### config.mk
export PLATFORM = sky130hd
export DESIGN_NAME = wireframeControl
export DESIGN_NICKNAME = d
export VERILOG_FILES = /design/src/logic/wirePkg.sv /design/src/logic/ramPort.sv /design/src/logic/recordRam.sv /design/src/logic/vertexFetch.sv /design/src/logic/faceAssemble.sv /design/src/logic/wireframeControl.sv
export VERILOG_INCLUDE_DIRS = /design/src /design/src/include
export SDC_FILE = /design/constraint.sdc
export NUM_CORES = 1
export LEC_CHECK = 0
export BUFFER_PORTS_ARGS = -buffer_cell sky130_fd_sc_hd__buf_2
export CAP_MARGIN = 20
export CORE_ASPECT_RATIO = 0.8
export CORE_MARGIN = 4
export CORE_UTILIZATION = 33
export DETAILED_ROUTE_END_ITERATION = 8
export HOLD_SLACK_MARGIN = 0.03
export SYNTH_ARGS = -nofsm -noshare
export SYNTH_HDL_FRONTEND = slang
export SYNTH_SLANG_ARGS = --single-unit
### constraint.sdc
create_clock -name iClk -period 4.8 [get_ports iClk]
set_input_delay 0 -clock iClk [delete_from_list [all_inputs] [get_ports iClk]]
set_output_delay 0 -clock iClk [all_outputs]
set_load 0.03 [all_outputs]
### src/include/meshData.svh
// world vertices in table order. They form a cube of side 200 around (200, 200, 200).
localparam worldVertexT meshWorld [numVertices] = '{
	'{12'd100, 12'd100, 12'd100},
	'{12'd300, 12'd100, 12'd100},
	'{12'd300, 12'd300, 12'd100},
	'{12'd100, 12'd300, 12'd100},
	'{12'd100, 12'd100, 12'd300},
	'{12'd300, 12'd100, 12'd300},
	'{12'd300, 12'd300, 12'd300},
	'{12'd100, 12'd300, 12'd300}
};

// Corner indices count from 1. The first corner sits in the top nibble ([2]).
localparam logic [2:0][3:0] meshFaces [numFaces] = '{
	12'h123, // front.
	12'h134,
	12'h567, // back.
	12'h578,
	12'h126, // bottom.
	12'h165,
	12'h437, // top.
	12'h478,
	12'h148, // left.
	12'h185,
	12'h237, // right.
	12'h276
};

### src/logic/wirePkg.sv
package wirePkg;

	localparam int numVertices = 8; // cube corners.
	localparam int numFaces = 12; // two triangles per cube side.
	localparam int addrW = 5; // shared by both record memories.
	localparam int coordW = 12;
	localparam int scrW = 10;

	// the assembler spends a fixed number of cycles on every face.
	localparam int cyclesPerFace = 8;
	localparam int assembleCycles = numFaces * cyclesPerFace;

	// one vertex as it sits in the mesh table.
	typedef struct packed {
		logic [coordW-1:0] x;
		logic [coordW-1:0] y;
		logic [coordW-1:0] z;
	} worldVertexT;

	// one projected vertex; depth is not kept.
	typedef struct packed {
		logic [scrW-1:0] x;
		logic [scrW-1:0] y;
	} screenVertexT;

	// Corners appear in face order with c0 in the top bits.
	typedef struct packed {
		screenVertexT c0;
		screenVertexT c1;
		screenVertexT c2;
	} lineRecordT;

endpackage

### src/logic/ramPort.sv
interface ramPort import wirePkg::*; #(
	parameter type payloadT = logic
) ();

	logic wrEn;
	logic [addrW-1:0] wrAddr;
	payloadT wrData;

	logic [addrW-1:0] rdAddr;
	payloadT rdData; // valid one edge after rdAddr.

	modport writer (
		output wrEn,
		output wrAddr,
		output wrData
	);

	modport reader (
		output rdAddr,
		input rdData
	);

	modport mem (
		input wrEn,
		input wrAddr,
		input wrData,
		input rdAddr,
		output rdData
	);

endinterface

### src/logic/recordRam.sv
module recordRam import wirePkg::*; #(
	parameter type payloadT = logic
) (
	input logic iClk,
	ramPort.mem mem
);

	localparam int depth = 2 ** addrW;

	payloadT store [depth];

	always_ff @(posedge iClk) begin
		if (mem.wrEn) begin
			store[mem.wrAddr] <= mem.wrData;
		end
	end

	// a read of the address being written returns the old entry.
	always_ff @(posedge iClk) begin
		mem.rdData <= store[mem.rdAddr];
	end

endmodule

### src/logic/vertexFetch.sv
module vertexFetch import wirePkg::*; (
	input logic iClk,
	input logic reset,
	input logic camMoved,
	input logic xfAck,
	input logic [scrW-1:0] scrX,
	input logic [scrW-1:0] scrY,
	output logic xfReq,
	output logic [coordW-1:0] worldX,
	output logic [coordW-1:0] worldY,
	output logic [coordW-1:0] worldZ,
	output logic verticesDone,
	ramPort.writer scr
);

	`include "meshData.svh"

	localparam int vtxW = $clog2(numVertices);
	localparam logic [vtxW-1:0] lastVertex = vtxW'(numVertices - 1);
	localparam int waitW = $clog2(assembleCycles + 1);
	localparam logic [waitW-1:0] waitLast = waitW'(assembleCycles);

	typedef enum logic [1:0] {
		stIdle,
		stRequest,
		stRelease,
		stDone
	} fetchStateT;

	fetchStateT state;
	logic [vtxW-1:0] vtxCnt;
	logic [waitW-1:0] waitCnt;
	worldVertexT curVertex;
	screenVertexT projected;

	// the counter only moves while xfReq is low, so the world bus is stable.
	assign curVertex = meshWorld[vtxCnt];
	assign worldX = curVertex.x;
	assign worldY = curVertex.y;
	assign worldZ = curVertex.z;

	assign projected.x = scrX;
	assign projected.y = scrY;

	// The store is written on the same edge that drops xfReq.
	assign scr.wrEn = xfReq & xfAck;
	assign scr.wrAddr = {{(addrW - vtxW){1'b0}}, vtxCnt};
	assign scr.wrData = projected;

	assign verticesDone = (state == stDone) && (waitCnt == '0); // first done cycle only.

	always_ff @(posedge iClk) begin
		if (reset) begin
			state <= stIdle;
			xfReq <= 1'b0;
			vtxCnt <= '0;
			waitCnt <= '0;
		end else begin
			case (state)
				stIdle: begin
					if (camMoved) begin
						vtxCnt <= '0;
						xfReq <= 1'b1;
						state <= stRequest;
					end
				end
				stRequest: begin
					if (xfAck) begin
						xfReq <= 1'b0; // screen vertex captured this edge.
						state <= stRelease;
					end
				end
				stRelease: begin
					// wait for the projection unit to drop its ack.
					if (!xfAck) begin
						if (vtxCnt == lastVertex) begin
							waitCnt <= '0;
							state <= stDone;
						end else begin
							vtxCnt <= vtxCnt + 1'b1;
							xfReq <= 1'b1;
							state <= stRequest;
						end
					end
				end
				stDone: begin
					// Stays here until the assembler raises ready, so a camMoved
					// during face assembly does not start a second fetch.
					waitCnt <= waitCnt + 1'b1;
					if (waitCnt == waitLast) begin
						state <= stIdle;
					end
				end
				default: begin
					state <= stIdle;
				end
			endcase
		end
	end

endmodule

### src/logic/faceAssemble.sv
module faceAssemble import wirePkg::*; (
	input logic iClk,
	input logic reset,
	input logic camMoved,
	input logic verticesDone,
	output logic ready,
	ramPort.reader scr,
	ramPort.writer disp
);

	`include "meshData.svh"

	localparam int phaseW = $clog2(cyclesPerFace);
	localparam logic [phaseW-1:0] writePhase = phaseW'(cyclesPerFace - 2);
	localparam logic [phaseW-1:0] lastPhase = phaseW'(cyclesPerFace - 1);
	localparam int faceW = $clog2(numFaces);
	localparam logic [faceW-1:0] lastFace = faceW'(numFaces - 1);

	logic busy;
	logic [faceW-1:0] faceCnt;
	logic [phaseW-1:0] phase;
	logic [1:0] cornerSel;
	logic [3:0] cornerIdx;
	logic [3:0] cornerAddr;
	lineRecordT record;

	// Phases 0 to 5 take two cycles per corner. Even is address, odd is capture.
	assign cornerSel = phase[phaseW-1:1];

	always_comb begin
		case (cornerSel)
			2'd0: cornerIdx = meshFaces[faceCnt][2];
			2'd1: cornerIdx = meshFaces[faceCnt][1];
			default: cornerIdx = meshFaces[faceCnt][0];
		endcase
	end

	assign cornerAddr = cornerIdx - 4'd1; // table indices count from 1.
	assign scr.rdAddr = {{(addrW - 4){1'b0}}, cornerAddr};

	assign disp.wrEn = busy && (phase == writePhase);
	assign disp.wrAddr = {{(addrW - faceW){1'b0}}, faceCnt};
	assign disp.wrData = record;

	// each corner is captured one cycle after its address went out.
	always_ff @(posedge iClk) begin
		if (busy && phase[0] && (phase < writePhase)) begin
			case (cornerSel)
				2'd0: record.c0 <= scr.rdData;
				2'd1: record.c1 <= scr.rdData;
				default: record.c2 <= scr.rdData;
			endcase
		end
	end

	always_ff @(posedge iClk) begin
		if (reset) begin
			busy <= 1'b0;
			ready <= 1'b0;
			faceCnt <= '0;
			phase <= '0;
		end else if (busy) begin
			phase <= phase + 1'b1; // wraps back to the first corner.
			if (phase == lastPhase) begin
				if (faceCnt == lastFace) begin
					faceCnt <= '0;
					busy <= 1'b0;
					ready <= 1'b1; // all twelve records are in place.
				end else begin
					faceCnt <= faceCnt + 1'b1;
				end
			end
		end else if (verticesDone) begin
			busy <= 1'b1;
			faceCnt <= '0;
			phase <= '0;
		end else if (camMoved && ready) begin
			ready <= 1'b0; // a new frame starts in the fetcher on this edge.
		end
	end

endmodule

### src/logic/wireframeControl.sv
module wireframeControl import wirePkg::*; (
	input logic iClk,
	input logic reset,
	input logic camMoved,
	input logic xfAck,
	input logic [scrW-1:0] scrX,
	input logic [scrW-1:0] scrY,
	input logic [addrW-1:0] dispAddr,
	output logic xfReq,
	output logic [coordW-1:0] worldX,
	output logic [coordW-1:0] worldY,
	output logic [coordW-1:0] worldZ,
	output logic ready,
	output lineRecordT dispData
);

	logic verticesDone;

	ramPort #(.payloadT(screenVertexT)) scrPort ();
	ramPort #(.payloadT(lineRecordT)) dispPort ();

	// producer side. Talks to the projection unit and fills the screen store.
	vertexFetch fetch (
		.iClk(iClk),
		.reset(reset),
		.camMoved(camMoved),
		.xfAck(xfAck),
		.scrX(scrX),
		.scrY(scrY),
		.xfReq(xfReq),
		.worldX(worldX),
		.worldY(worldY),
		.worldZ(worldZ),
		.verticesDone(verticesDone),
		.scr(scrPort.writer)
	);

	recordRam #(.payloadT(screenVertexT)) scrRam (
		.iClk(iClk),
		.mem(scrPort.mem)
	);

	faceAssemble assemble (
		.iClk(iClk),
		.reset(reset),
		.camMoved(camMoved),
		.verticesDone(verticesDone),
		.ready(ready),
		.scr(scrPort.reader),
		.disp(dispPort.writer)
	);

	recordRam #(.payloadT(lineRecordT)) dispRam (
		.iClk(iClk),
		.mem(dispPort.mem)
	);

	// the line drawer owns the display read port.
	assign dispPort.rdAddr = dispAddr;
	assign dispData = dispPort.rdData;

endmodule

==> run summary <==
Post-Synth Adder-Cell Area - 0.422%
data required time at the worst endpoint - 5.44 ns
post-synthesis compound-gate area fraction - 0.524%
CTS Buf Count - 132
ratio of final minimum period to clock period - 70.0%
worst reg-to-reg setup slack - 1.44 ns
top-area cell type share of the netlist area - 74.6%
TritonCTS clock tree - done
Synth Area in Simple Gates - 0.986%
final non-filler cell area - 55200 µm²
Fin Setup TNS - 0 ns
Pwr Density - 417 nW/µm²
total power - 23.0 mW
core area - 143000 µm²
row cnt - 124
CTS clock-pin slew for the worst setup and hold paths - 0.06 ns
Port-buffer cells - 98
async set-reset flop share out of synthesis - 0%
clock share of power - 43.6%
Post-DRT Antenna Nets - 0
GPL Wtd Cong - 0.714
die height - 347 µm
Post-Syn Instances - 2025
run status - finished, final reports clean
Finished Layout Cells - 4240
Post-Syn Area - 47500 µm²
largest family of logic cells by synthesized area - multiplexers
nets@finish - 2287
Sw Pwr - 4.73 mW
First-pass DRT Iterations - 5
final wirelength - 104000 µm
WHS Endpoint - scrRam.store[6][1]
Post-route DRC - 0
P_leak - 17.9 nW
Post-synth EDFFs - 1180
maxcap violations - 0
FF-to-FF Start - assemble.faceCnt[0]
critical path endpoint category - flop
Initial Util - 33.2%
CTS max path bufs - 3
Comb pwr share - 3.4%
top post-synthesis cells by area - edfxtp_1 (75%), mux4_2 (14%), dfxtp_1 (4.3%)
min-delay src - scrY[1]
final slew viol count - 0
Hold Violations, Final - 0
worst-skew pair later-pin latency - 0.75 ns
Data arrival, critical path - 3.99 ns
largest net degree at the start of global routing - 107
sequential power share - 52.9%
hold_ws - 0.105 ns
post-synthesis mux area share - 17.5%
GRT Overall Usage - 13.9%
hpwl dp - 54300 µm
Via-to-Cell Ratio - 4.93
Post-CTS Setup Inserts - 0
Worst Tran Pin Value - 1.06 ns
Ys Warns - 0
r2r endpoint - scrRam.mem.rdData[15]
commonest non-fill, non-tap cell in the layout - edfxtp_1
top achievable clock speed - 298 MHz
Clock Tree Root - clkbuf_16
FF-to-FF path depth - 12
skew final - 0.0226 ns
vias in the first global route - 21872
via count - 20893
Setup-failing EPs final - 0
layout cells sized above 1 - 29.3%
leading area contributor after synthesis - edfxtp_1
antenna violations before repair - 16
Slew headroom - 29.4%
Synth cell types - 46
Layout area overhead - 16.2%
critical path peak fanout - 36
worst vdd ir - 0.362 mV
iteration-0 DRC count of the detailed router - 1814
RSZ-0062 raised after global routing - false
internal power - 18.3 mW
Final min period - 3.36 ns
DP Cell Count - 3963
# IOs - 127
Die W - 432 µm
worst min path class - primary input to flop
sequential-to-total area share from yosys stat - 78.9%
htree depth - 4
Sw Ratio - 20.6%
Post-Syn Area per Cell - 23.4 µm²
routed len/inst - 24.6 µm
hold depth - 2
clk sink count - 1282
Placed Area - 50600 µm²
full die area - 150000 µm²
remaining global-route overflow - 0
xor/xnor share of the synthesized area - 0.111%
#FFs+latches synth - 1282
Main synth FF type - edfxtp_1
first-pass GRT wire length - 152000 µm
most frequent cells in the layout - edfxtp_1 (1180), mux4_2 (300), clkbuf_16 (137)
Setup CP Type - flop to flop
CP Launch Type - flop
cell families (layout without fill, tap and decap cells):
kind of cell / Yosys count / count (layout)
compound gates: 37 / 37
xor+xnor: 6 / 6
fa+ha+maj: 16 / 16
buf+inv: 136 / 430
flops: 1282 / 1282
mux: 445 / 445
other cells: 2 / 33
simple gates: 101 / 101
flip-flops by register name, indices dropped and copies added, names as in the netlist:
name / flops
assemble.phase: 3
fetch.xfReq: 1
dispRam.store: 960
scrRam.mem.rdData: 20
dispRam.mem.rdData: 60
scrRam.store: 160
fetch.waitCnt: 7
assemble.faceCnt: 4
fetch.state: 2
assemble.disp.wrData: 60
fetch.vtxCnt: 3
assemble.busy: 1
assemble.ready: 1
synthesized netlist by cell type (3+ instances only):
cell type / n
mux4_2: 300
nor3_1: 5
buf_2: 27
mux2i_1: 125
nand2_1: 19
a21oi_1: 8
xor2_1: 4
dfxtp_1: 102
buf_4: 37
a31oi_1: 3
mux2_4: 20
nor2b_1: 4
edfxtp_1: 1180
buf_6: 5
nand4_1: 4
o21ai_0: 11
and3_1: 3
clkbuf_1: 50
nand2b_1: 4
nand3_1: 4
nor2_1: 48
ha_1: 16
buf_1: 5
inv_1: 12
worst max-delay path, stage by stage (launching register included):
cell and delay [ns]:
dfxtp_1 0.48, inv_1 0.14, ha_1 0.24, o21ai_0 0.21, o21ai_0 0.14, nand2_1 0.09, nand2_1 0.07, mux2i_1 0.24
ha_4 0.59, buf_4 0.39, mux2i_1 0.25, mux2i_1 0.10, mux2_4 0.29
routing by layer:
metal | vias up | track usage, % | part of all wire [%]
met2 | 661 | 23.0 | 50
met3 | 173 | 3.48 | 6.6
met5 | - | 0 | 0.0067
met1 | 11206 | 18.4 | 41
met4 | 2 | 3.90 | 2.3
li1 | 8851 | - | -
power by group through the flow:
| stage | clock [mW] | sequential [mW] | combinational, mW |
|---|---|---|---|
| after floorplan | 0 | 12.5 | 0.464 |
| after global placement | 0 | 12.4 | 0.779 |
| after detailed placement | 0 | 12.4 | 0.788 |
| after CTS | 10.3 | 12.2 | 0.814 |
| after global routing | 10.8 | 12.2 | 0.845 |
| final | 10.0 | 12.2 | 0.790 |
what timing repair did:
item,4_1_cts,5_1_grt
resized for setup,0,0
endpoints found under the hold margin,309,0
hold buffers,35,0
final cells by class:
cell class                      count  area [µm²]
Fill cell                       12493       87700
Sequential cell                  1282       37500
Multi-Input combinational cell    632        9550
Clock buffer                      164        3540
Tap cell                         1890        2360
Timing Repair Buffer              182        1480
Clock inverter                     72         706
Inverter                           12        45.0
Antenna cell                        6        15.0
stage by stage:
stage | util [%] | worst slack [ns]
after floorplan | - | 0.819
after global placement | 35.4 | 1.52
after detailed placement | 35.4 | 1.42
after CTS | 38.6 | 1.40
after global routing | 38.6 | 1.16
final | 38.6 | 1.44
worst max path at each step:
stage / startpoint / endpoint / slack [ns] / cells past startpoint
final: assemble.faceCnt[0] / scrRam.mem.rdData[15] / 1.44 / 12
after global routing: assemble.faceCnt[0] / scrRam.mem.rdData[15] / 1.16 / 12
after CTS: assemble.faceCnt[0] / scrRam.mem.rdData[15] / 1.40 / 12
after detailed placement: assemble.faceCnt[0] / scrRam.mem.rdData[15] / 1.42 / 12
after global placement: assemble.faceCnt[0] / scrRam.mem.rdData[6] / 1.52 / 12
after floorplan: assemble.phase[1] / dispRam.store[11][0] / 0.82 / 4
(Power assumes the default switching activity.)
